## src/bpu_pkg.sv

```systemverilog
package bpu_pkg;

	//******************************
	// counter encoding
	//******************************

	// width of pattern and chooser counters
	localparam int CTR_BITS = 2;

	// weakly not taken
	localparam logic [CTR_BITS-1:0] CTR_INIT = 2'b01;

	// chooser below midpoint selects global, so weakly global
	localparam logic [CTR_BITS-1:0] CHOICE_INIT = 2'b01;

	//******************************
	// counter helpers
	//******************************

	// saturating step toward the outcome
	function automatic logic [CTR_BITS-1:0] ctr_next(
		input logic [CTR_BITS-1:0] ctr,
		input logic                taken
	);
		logic [CTR_BITS-1:0] result;
		result = ctr;
		if (taken && (ctr != {CTR_BITS{1'b1}})) begin
			result = ctr + 1'b1;
		end else if (!taken && (ctr != {CTR_BITS{1'b0}})) begin
			result = ctr - 1'b1;
		end
		return result;
	endfunction

	// upper half of the range means taken
	function automatic logic ctr_taken(input logic [CTR_BITS-1:0] ctr);
		return ctr[CTR_BITS-1];
	endfunction

endpackage

```

## src/local_predictor.sv

```systemverilog
module local_predictor
	import bpu_pkg::*;
#(
	parameter int PC_WIDTH   = 32,
	parameter int INDEX_BITS = 6
) (
	input  logic                clk_i,
	input  logic                reset_i,
	input  logic [PC_WIDTH-1:0] lookup_pc_i,
	input  logic                train_valid_i,
	input  logic [PC_WIDTH-1:0] train_pc_i,
	input  logic                train_taken_i,
	output logic                local_taken_o
);

	localparam int TABLE_SIZE = 1 << INDEX_BITS;

	// per-pc history, then a pattern table addressed by that history
	logic [INDEX_BITS-1:0] lht [TABLE_SIZE];
	logic [CTR_BITS-1:0]   lpt [TABLE_SIZE];

	logic [INDEX_BITS-1:0] lookup_idx;
	logic [INDEX_BITS-1:0] lookup_hist;
	logic [INDEX_BITS-1:0] train_idx;
	logic [INDEX_BITS-1:0] train_hist;

	//******************************
	// lookup
	//******************************

	// skip the two word-offset bits
	assign lookup_idx  = lookup_pc_i[INDEX_BITS+1:2];
	assign lookup_hist = lht[lookup_idx];

	assign local_taken_o = ctr_taken(lpt[lookup_hist]);

	//******************************
	// training
	//******************************

	assign train_idx  = train_pc_i[INDEX_BITS+1:2];
	assign train_hist = lht[train_idx];

	always_ff @(posedge clk_i) begin
		if (reset_i) begin
			for (int i = 0; i < TABLE_SIZE; i++) begin
				lht[i] <= '0;
				lpt[i] <= CTR_INIT;
			end
		end else if (train_valid_i) begin
			// counter picked by the history as it was before this outcome
			lpt[train_hist] <= ctr_next(lpt[train_hist], train_taken_i);
			lht[train_idx]  <= {train_hist[INDEX_BITS-2:0], train_taken_i};
		end
	end

endmodule

```

## src/global_predictor.sv

```systemverilog
module global_predictor
	import bpu_pkg::*;
#(
	parameter int PC_WIDTH   = 32,
	parameter int INDEX_BITS = 6
) (
	input  logic                  clk_i,
	input  logic                  reset_i,
	input  logic [PC_WIDTH-1:0]   lookup_pc_i,
	input  logic                  train_valid_i,
	input  logic [PC_WIDTH-1:0]   train_pc_i,
	input  logic [INDEX_BITS-1:0] train_history_i,
	input  logic                  train_taken_i,
	output logic                  global_taken_o,
	output logic [INDEX_BITS-1:0] history_o
);

	localparam int TABLE_SIZE = 1 << INDEX_BITS;

	logic [INDEX_BITS-1:0] ghr_q;
	logic [CTR_BITS-1:0]   gpt [TABLE_SIZE];

	logic [INDEX_BITS-1:0] lookup_idx;
	logic [INDEX_BITS-1:0] train_idx;

	//******************************
	// gshare lookup
	//******************************

	assign lookup_idx = lookup_pc_i[INDEX_BITS+1:2] ^ ghr_q;

	assign global_taken_o = ctr_taken(gpt[lookup_idx]);
	// snapshot goes down the queue with the prediction
	assign history_o      = ghr_q;

	//******************************
	// training
	//******************************

	// same slot the prediction read, via the stored snapshot
	assign train_idx = train_pc_i[INDEX_BITS+1:2] ^ train_history_i;

	always_ff @(posedge clk_i) begin
		if (reset_i) begin
			ghr_q <= '0;
			for (int i = 0; i < TABLE_SIZE; i++) begin
				gpt[i] <= CTR_INIT;
			end
		end else if (train_valid_i) begin
			gpt[train_idx] <= ctr_next(gpt[train_idx], train_taken_i);
			// history only moves on resolved outcomes
			ghr_q <= {ghr_q[INDEX_BITS-2:0], train_taken_i};
		end
	end

endmodule

```

## src/tournament_select.sv

```systemverilog
module tournament_select
	import bpu_pkg::*;
#(
	parameter int PC_WIDTH   = 32,
	parameter int INDEX_BITS = 6
) (
	input  logic                clk_i,
	input  logic                reset_i,
	input  logic                req_valid_i,
	input  logic [PC_WIDTH-1:0] req_pc_i,
	input  logic                local_taken_i,
	input  logic                global_taken_i,
	input  logic                train_valid_i,
	input  logic [PC_WIDTH-1:0] train_pc_i,
	input  logic                train_local_i,
	input  logic                train_global_i,
	input  logic                train_taken_i,
	output logic                choice_taken_o,
	output logic                pred_valid_o,
	output logic                pred_taken_o
);

	localparam int TABLE_SIZE = 1 << INDEX_BITS;

	// high half favours local, low half favours global
	logic [CTR_BITS-1:0] chooser [TABLE_SIZE];

	logic [INDEX_BITS-1:0] req_idx;
	logic [INDEX_BITS-1:0] train_idx;
	logic                  local_right;

	//******************************
	// selection
	//******************************

	assign req_idx = req_pc_i[INDEX_BITS+1:2];

	assign choice_taken_o = ctr_taken(chooser[req_idx]) ? local_taken_i : global_taken_i;

	always_ff @(posedge clk_i) begin
		if (reset_i) begin
			pred_valid_o <= 1'b0;
		end else begin
			pred_valid_o <= req_valid_i;
		end
	end

	always_ff @(posedge clk_i) begin
		pred_taken_o <= choice_taken_o;
	end

	//******************************
	// chooser training
	//******************************

	assign train_idx   = train_pc_i[INDEX_BITS+1:2];
	assign local_right = (train_local_i == train_taken_i);

	always_ff @(posedge clk_i) begin
		if (reset_i) begin
			for (int i = 0; i < TABLE_SIZE; i++) begin
				chooser[i] <= CHOICE_INIT;
			end
		end else if (train_valid_i && (train_local_i != train_global_i)) begin
			// exactly one side was right here
			chooser[train_idx] <= ctr_next(chooser[train_idx], local_right);
		end
	end

endmodule

```

## src/branch_commit_queue.sv

```systemverilog
module branch_commit_queue
	import bpu_pkg::*;
#(
	parameter int PC_WIDTH    = 32,
	parameter int INDEX_BITS  = 6,
	parameter int QUEUE_DEPTH = 4
) (
	input  logic                  clk_i,
	input  logic                  reset_i,
	input  logic                  push_i,
	input  logic [PC_WIDTH-1:0]   push_pc_i,
	input  logic [INDEX_BITS-1:0] push_history_i,
	input  logic                  push_local_i,
	input  logic                  push_global_i,
	input  logic                  push_choice_i,
	input  logic                  res_valid_i,
	input  logic                  res_taken_i,
	output logic                  train_valid_o,
	output logic [PC_WIDTH-1:0]   train_pc_o,
	output logic [INDEX_BITS-1:0] train_history_o,
	output logic                  train_local_o,
	output logic                  train_global_o,
	output logic                  train_taken_o,
	output logic                  credit_o,
	output logic                  commit_o,
	output logic [PC_WIDTH-1:0]   commit_pc_o,
	output logic                  commit_taken_o,
	output logic                  commit_predict_o,
	output logic                  commit_hit_o,
	output logic                  commit_local_hit_o,
	output logic                  commit_global_hit_o
);

	localparam int PTR_BITS = (QUEUE_DEPTH > 1) ? $clog2(QUEUE_DEPTH) : 1;
	localparam int CNT_BITS = $clog2(QUEUE_DEPTH + 1);

	// metadata that used to ride the pipeline registers
	logic [PC_WIDTH-1:0]   q_pc      [QUEUE_DEPTH];
	logic [INDEX_BITS-1:0] q_history [QUEUE_DEPTH];
	logic                  q_local   [QUEUE_DEPTH];
	logic                  q_global  [QUEUE_DEPTH];
	logic                  q_choice  [QUEUE_DEPTH];

	logic [PTR_BITS-1:0] head_q;
	logic [PTR_BITS-1:0] tail_q;
	logic [CNT_BITS-1:0] count_q;

	logic empty;
	logic full;
	logic push_ok;
	logic pop_ok;

	assign empty   = (count_q == '0);
	assign full    = (count_q == CNT_BITS'(QUEUE_DEPTH));
	assign push_ok = push_i && !full;
	assign pop_ok  = res_valid_i && !empty;

	//******************************
	// pointers and occupancy
	//******************************

	always_ff @(posedge clk_i) begin
		if (reset_i) begin
			head_q  <= '0;
			tail_q  <= '0;
			count_q <= '0;
		end else begin
			if (push_ok) begin
				tail_q <= (tail_q == PTR_BITS'(QUEUE_DEPTH - 1)) ? '0 : tail_q + 1'b1;
			end
			if (pop_ok) begin
				head_q <= (head_q == PTR_BITS'(QUEUE_DEPTH - 1)) ? '0 : head_q + 1'b1;
			end
			case ({push_ok, pop_ok})
				2'b10: count_q <= count_q + 1'b1;
				2'b01: count_q <= count_q - 1'b1;
				default: count_q <= count_q;
			endcase
		end
	end

	// entry storage
	always_ff @(posedge clk_i) begin
		if (push_ok) begin
			q_pc[tail_q]      <= push_pc_i;
			q_history[tail_q] <= push_history_i;
			q_local[tail_q]   <= push_local_i;
			q_global[tail_q]  <= push_global_i;
			q_choice[tail_q]  <= push_choice_i;
		end
	end

	//******************************
	// training bus from head
	//******************************

	assign train_valid_o   = pop_ok;
	assign train_pc_o      = q_pc[head_q];
	assign train_history_o = q_history[head_q];
	assign train_local_o   = q_local[head_q];
	assign train_global_o  = q_global[head_q];
	assign train_taken_o   = res_taken_i;

	//******************************
	// commit report
	//******************************

	always_ff @(posedge clk_i) begin
		if (reset_i) begin
			commit_o <= 1'b0;
		end else begin
			commit_o <= pop_ok;
		end
	end

	// one credit back per retired entry, same cycle as the report
	assign credit_o = commit_o;

	always_ff @(posedge clk_i) begin
		if (pop_ok) begin
			commit_pc_o         <= q_pc[head_q];
			commit_taken_o      <= res_taken_i;
			commit_predict_o    <= q_choice[head_q];
			commit_hit_o        <= (q_choice[head_q] == res_taken_i);
			commit_local_hit_o  <= (q_local[head_q] == res_taken_i);
			commit_global_hit_o <= (q_global[head_q] == res_taken_i);
		end
	end

endmodule

```

## src/bpu_top.sv

```systemverilog
module bpu_top
	import bpu_pkg::*;
#(
	parameter int PC_WIDTH    = 32,
	parameter int INDEX_BITS  = 6,
	parameter int QUEUE_DEPTH = 4
) (
	input  logic                clk_i,
	input  logic                reset_i,
	input  logic                req_valid_i,
	input  logic [PC_WIDTH-1:0] req_pc_i,
	input  logic                res_valid_i,
	input  logic                res_taken_i,
	output logic                credit_o,
	output logic                pred_valid_o,
	output logic                pred_taken_o,
	output logic                commit_o,
	output logic [PC_WIDTH-1:0] commit_pc_o,
	output logic                commit_taken_o,
	output logic                commit_predict_o,
	output logic                commit_hit_o,
	output logic                commit_local_hit_o,
	output logic                commit_global_hit_o
);

	//******************************
	// lookup path
	//******************************
	logic                  local_taken;
	logic                  global_taken;
	logic [INDEX_BITS-1:0] global_history;
	logic                  choice_taken;

	//******************************
	// training bus
	//******************************
	logic                  train_valid;
	logic [PC_WIDTH-1:0]   train_pc;
	logic [INDEX_BITS-1:0] train_history;
	logic                  train_local;
	logic                  train_global;
	logic                  train_taken;

	local_predictor #(
		.PC_WIDTH   (PC_WIDTH),
		.INDEX_BITS (INDEX_BITS)
	) u_local (
		.clk_i         (clk_i),
		.reset_i       (reset_i),
		.lookup_pc_i   (req_pc_i),
		.train_valid_i (train_valid),
		.train_pc_i    (train_pc),
		.train_taken_i (train_taken),
		.local_taken_o (local_taken)
	);

	global_predictor #(
		.PC_WIDTH   (PC_WIDTH),
		.INDEX_BITS (INDEX_BITS)
	) u_global (
		.clk_i           (clk_i),
		.reset_i         (reset_i),
		.lookup_pc_i     (req_pc_i),
		.train_valid_i   (train_valid),
		.train_pc_i      (train_pc),
		.train_history_i (train_history),
		.train_taken_i   (train_taken),
		.global_taken_o  (global_taken),
		.history_o       (global_history)
	);

	tournament_select #(
		.PC_WIDTH   (PC_WIDTH),
		.INDEX_BITS (INDEX_BITS)
	) u_select (
		.clk_i          (clk_i),
		.reset_i        (reset_i),
		.req_valid_i    (req_valid_i),
		.req_pc_i       (req_pc_i),
		.local_taken_i  (local_taken),
		.global_taken_i (global_taken),
		.train_valid_i  (train_valid),
		.train_pc_i     (train_pc),
		.train_local_i  (train_local),
		.train_global_i (train_global),
		.train_taken_i  (train_taken),
		.choice_taken_o (choice_taken),
		.pred_valid_o   (pred_valid_o),
		.pred_taken_o   (pred_taken_o)
	);

	branch_commit_queue #(
		.PC_WIDTH    (PC_WIDTH),
		.INDEX_BITS  (INDEX_BITS),
		.QUEUE_DEPTH (QUEUE_DEPTH)
	) u_queue (
		.clk_i               (clk_i),
		.reset_i             (reset_i),
		.push_i              (req_valid_i),
		.push_pc_i           (req_pc_i),
		.push_history_i      (global_history),
		.push_local_i        (local_taken),
		.push_global_i       (global_taken),
		.push_choice_i       (choice_taken),
		.res_valid_i         (res_valid_i),
		.res_taken_i         (res_taken_i),
		.train_valid_o       (train_valid),
		.train_pc_o          (train_pc),
		.train_history_o     (train_history),
		.train_local_o       (train_local),
		.train_global_o      (train_global),
		.train_taken_o       (train_taken),
		.credit_o            (credit_o),
		.commit_o            (commit_o),
		.commit_pc_o         (commit_pc_o),
		.commit_taken_o      (commit_taken_o),
		.commit_predict_o    (commit_predict_o),
		.commit_hit_o        (commit_hit_o),
		.commit_local_hit_o  (commit_local_hit_o),
		.commit_global_hit_o (commit_global_hit_o)
	);

endmodule

```

## config.mk

```make
export PLATFORM = sky130hd
export DESIGN_NAME = bpu_top
export DESIGN_NICKNAME = d
export VERILOG_FILES = /design/src/bpu_pkg.sv /design/src/local_predictor.sv /design/src/global_predictor.sv /design/src/tournament_select.sv /design/src/branch_commit_queue.sv /design/src/bpu_top.sv
export SDC_FILE = /design/constraint.sdc
export NUM_CORES = 2
export LEC_CHECK = 0
export BUFFER_PORTS_ARGS = -buffer_cell sky130_fd_sc_hd__buf_2
export CAP_MARGIN = 20
export CORE_MARGIN = 1.5
export CORE_UTILIZATION = 50
export CTS_BUF_LIST = sky130_fd_sc_hd__clkbuf_16
export DETAILED_ROUTE_END_ITERATION = 8
export PLACE_DENSITY_LB_ADDON = 0.08
export RECOVER_POWER = 100
export SLEW_MARGIN = 25
export SYNTH_ARGS = -nofsm -noshare
export SYNTH_HDL_FRONTEND = slang
export SYNTH_SLANG_ARGS = --single-unit
export TNS_END_PERCENT = 5
```

## constraint.sdc

```tcl
create_clock -name clk_i -period 6.6 [get_ports clk_i]
set_input_delay 0 -clock clk_i [delete_from_list [all_inputs] [get_ports clk_i]]
set_output_delay 0 -clock clk_i [all_outputs]
set_load 0.01 [all_outputs]
```

==> results.json <==
{
  "p_per_area_mw_per_mm2": 487,
  "yosys_warnings": 0,
  "max-vdd-ir-drop_v": 0.000775,
  "remaining_drc_errors": 0,
  "fin_skew_ns": 0.0300,
  "routed_wl_mm": 159,
  "drtPass1Iterations": 8,
  "fin_crit_sh_pct": 97.6,
  "clock-sinks": 987,
  "synth_top_area_share_pct": 58.5,
  "grt_start_max_net_pins": 129,
  "p_leak_nw": 18.7,
  "crit_start": "req_pc_i[3]",
  "synthArstFlopShare_pct": 0,
  "global_route.usage.met1_pct": 43.2,
  "cts_max_path_buffers": 3,
  "wl_per_cell_um": 29.7,
  "grt_use_met2_pct": 48.7,
  "synth_nets": 3981,
  "max_freq_ghz": 0.155,
  "grt_overflow": 0,
  "die_x_um": 319,
  "setup_viol": 0,
  "ys_ff_latch": 987,
  "gp_congestion": 0.967,
  "path_delay_family": "buffers and inverters",
  "grt_pass1_vias": 34200,
  "vias_per_cell": 6.59,
  "drt_iter0_drc": 4834,
  "grt_pass1_wl_mm": 234,
  "place_inst": 5133,
  "synth_edf_count": 969,
  "violations": "max-capacitance violations, max-slew violations",
  "synth_ff_type": "edfxtp_1",
  "critPathMaxStageDelay_ns": 1.32,
  "synth_cells": 3931,
  "synth_cell_types": 92,
  "syn_to_final_growth_pct": 11.3,
  "synth_area_leaders": "edfxtp_1 (58%), mux4_2 (10%), nor2_1 (4.7%)",
  "htree_levels": 3,
  "insertion_delay_ns": 0.72,
  "io_pins": 78,
  "grt_antenna_before_repair": 3,
  "cp-start-kind": "input port",
  "dp.final_hpwl_mm": 108,
  "vias": 35400,
  "maxSlewHeadroom_pct": -116,
  "hold_class": "input port to register",
  "fin_util_pct": 56.2,
  "core_mm2": 0.0986,
  "track_usage_pct": 31.3,
  "cp.required_ns": 7.02,
  "numCtsBuffers": 103,
  "slowest_stage": "clkbuf_1",
  "fin_crit_ns": 6.44,
  "worstHoldStart": "req_pc_i[31]",
  "drv_slew": 412,
  "ctsRootBufferMaster": "clkbuf_16",
  "drive_gt1_share_pct": 19.7,
  "syn_area_per_cell_um2": 12.7,
  "synth_area_leader_cell": "edfxtp_1",
  "grt-busiest-layer": "met2",
  "drtAntennaViolNets": 0,
  "hold_violations": 0,
  "tns_ns": 0,
  "crit_top_cell": "o21ai_0",
  "total_power_w": 0.0270,
  "worst_setup_path_end_kind": "register",
  "worst_slew_pin_slew_ns": 3.24,
  "design.die.area_mm2": 0.101,
  "grt_use_met3_pct": 7.09,
  "fillers": 8112,
  "crit_buf_inv": 4,
  "fin_nets": 4041,
  "crit_chain": "dlygate4sd3_1 -> clkbuf_1 -> clkbuf_1 -> mux4_2 -> mux4_2 -> mux4_2 -> mux2_2 -> o21ai_0 -> o21ai_0 -> o21ai_0 -> nand2_1 -> o21ai_0 -> a21oi_1 -> buf_4 -> mux2_1",
  "cts_tree": "built",
  "mappedNetlistArea_mm2": 0.0498,
  "crit_type": "input port to register",
  "clk_pin_slew_ns": 0.06,
  "status": "complete, but fails checks",
  "ys_seq_area_share_pct": 59.2,
  "initial_utilization_pct": 50.5,
  "die_h_um": 319,
  "layout.cells.non_filler": 5367,
  "port_buffers": 77,
  "rsz0062_at_grt": "false",
  "maxCapViolations": 12,
  "critPathMaxFanout": 24,
  "arrival_ns": 6.86,
  "placementRows": 115
}
[final cells by class]
cell class / instances / area (um2) / share of cell area [%]
Tap cell: 1287 / 1610 / 2.91
Clock buffer: 104 / 2600 / 4.70
Timing Repair Buffer: 280 / 1990 / 3.59
Antenna cell: 1 / 2.50 / 0.00452
Inverter: 47 / 186 / 0.336
Clock inverter: 89 / 746 / 1.35
Sequential cell: 987 / 29500 / 53.2
Multi-Input combinational cell: 2572 / 18800 / 33.9
[cells by family (layout without fill, tap and decap cells)]
group,Yosys count,in the layout,share of synthesized area [%]
and+or+nand+nor,1609,1609,15.1
DFF,987,987,59.2
AOI/OAI and AO/OA,554,554,8.16
buffers and inverters,372,520,3.41
muxes,371,371,13.3
xor gates and xnor gates,25,25,0.470
adders and majority gates,13,13,0.342
other,0,1,0
[Yosys cell counts, drive strengths merged, types with 10 or more instances]
cell type  count
a21boi        47
clkbuf       197
a31oi         17
xor2          13
a2111oi       13
a21oi         84
a211oi        49
nand3         79
o21ai         48
and2          70
nor3         105
nand2b        87
or2          178
mux2i         99
edfxtp       969
and3          20
nand2        349
a221oi        21
mux4         229
or3           17
a22oi         77
o221ai        35
nand4         26
ha            12
inv           46
nor4          10
o22ai         38
a22o          17
o211ai        16
nor2         618
buf          128
mux2          43
xnor2         12
nor2b         19
a41oi         28
dfxtp         18
[report_power, final]
group / switching, W / total, W / internal [W] / leakage (nW)
registers: 0.000185 / 0.00749 / 0.00731 / 9.25
logic: 0.0102 / 0.0137 / 0.00351 / 7.69
clock network: 0.00253 / 0.00583 / 0.00329 / 1.71
total: 0.0129 / 0.0270 / 0.0141 / 18.7
[per-stage QoR]
stage | hold slack, ns | setup WS (ns) | cell area (um2)
2_1_floorplan | 0.0989 | 1.55 | 49800
3_3_place_gp | 0.220 | 0.286 | 51800
3_5_place_dp | 0.218 | 0.164 | 51800
4_1_cts | 0.0179 | 0.154 | 55500
5_1_grt | 0.125 | 0.00353 | 55400
6_report | 0.105 | 0.157 | 55400
[state kept, by name, summed over array words and instances (netlist names), named ones only]
signal / count
u_queue.q_pc: 128
u_local.lht: 384
u_queue.q_global: 4
u_queue.q_choice: 4
u_queue.commit_local_hit_o: 1
u_queue.head_q: 2
u_queue.tail_q: 2
u_queue.count_q: 3
u_queue.commit_global_hit_o: 1
u_queue.q_history: 24
u_queue.commit_o: 1
u_local.lpt: 128
u_select.pred_valid_o: 1
u_global.gpt: 128
u_queue.commit_hit_o: 1
u_global.history_o: 6
u_queue.commit_taken_o: 1
u_queue.q_local: 4
u_queue.commit_predict_o: 1
u_select.chooser: 128
u_select.pred_taken_o: 1
u_queue.commit_pc_o: 32
[layer usage]
| metal | vias to the layer above | part of all wire [%] |
|---|---|---|
| li1 | 15000 | - |
| met1 | 17900 | 40 |
| met2 | 2138 | 46 |
| met3 | 355 | 10 |
| met4 | 2 | 3.8 |
| met5 | - | 0.041 |
[worst paths after layout]
check / endpoint / slack (ns) / depth (start not counted)
worst max-delay path: u_queue.q_choice[2] / 0.16 / 15
worst min-delay path: u_queue.q_pc[2][31] / 0.10 / 2
worst max register to register: u_local.lpt[14][1] / 0.20 / 20
worst min register to register: register / 0.49 / 2
[layout by cell type (no fill, tap or decap), types with 82 or more instances in the layout]
cell type  instances
edfxtp_1         969
nand2b_1          86
nand2_1          349
a21oi_1           82
buf_4            133
or2_2            175
nor2_1           614
mux2i_1           99
clkbuf_1          88
mux4_2           229
nor3_1            99
clkbuf_16        104
[repair_timing]
action                                 in CTS  in global routing
setup endpoints to repair                   0                128
buffers inserted                            0                  3
hold buffers                               35                  1
endpoints found under the hold margin     222                  4
resized for setup                           0                  7
No activity file was read; power rests on OpenSTA's default activity.
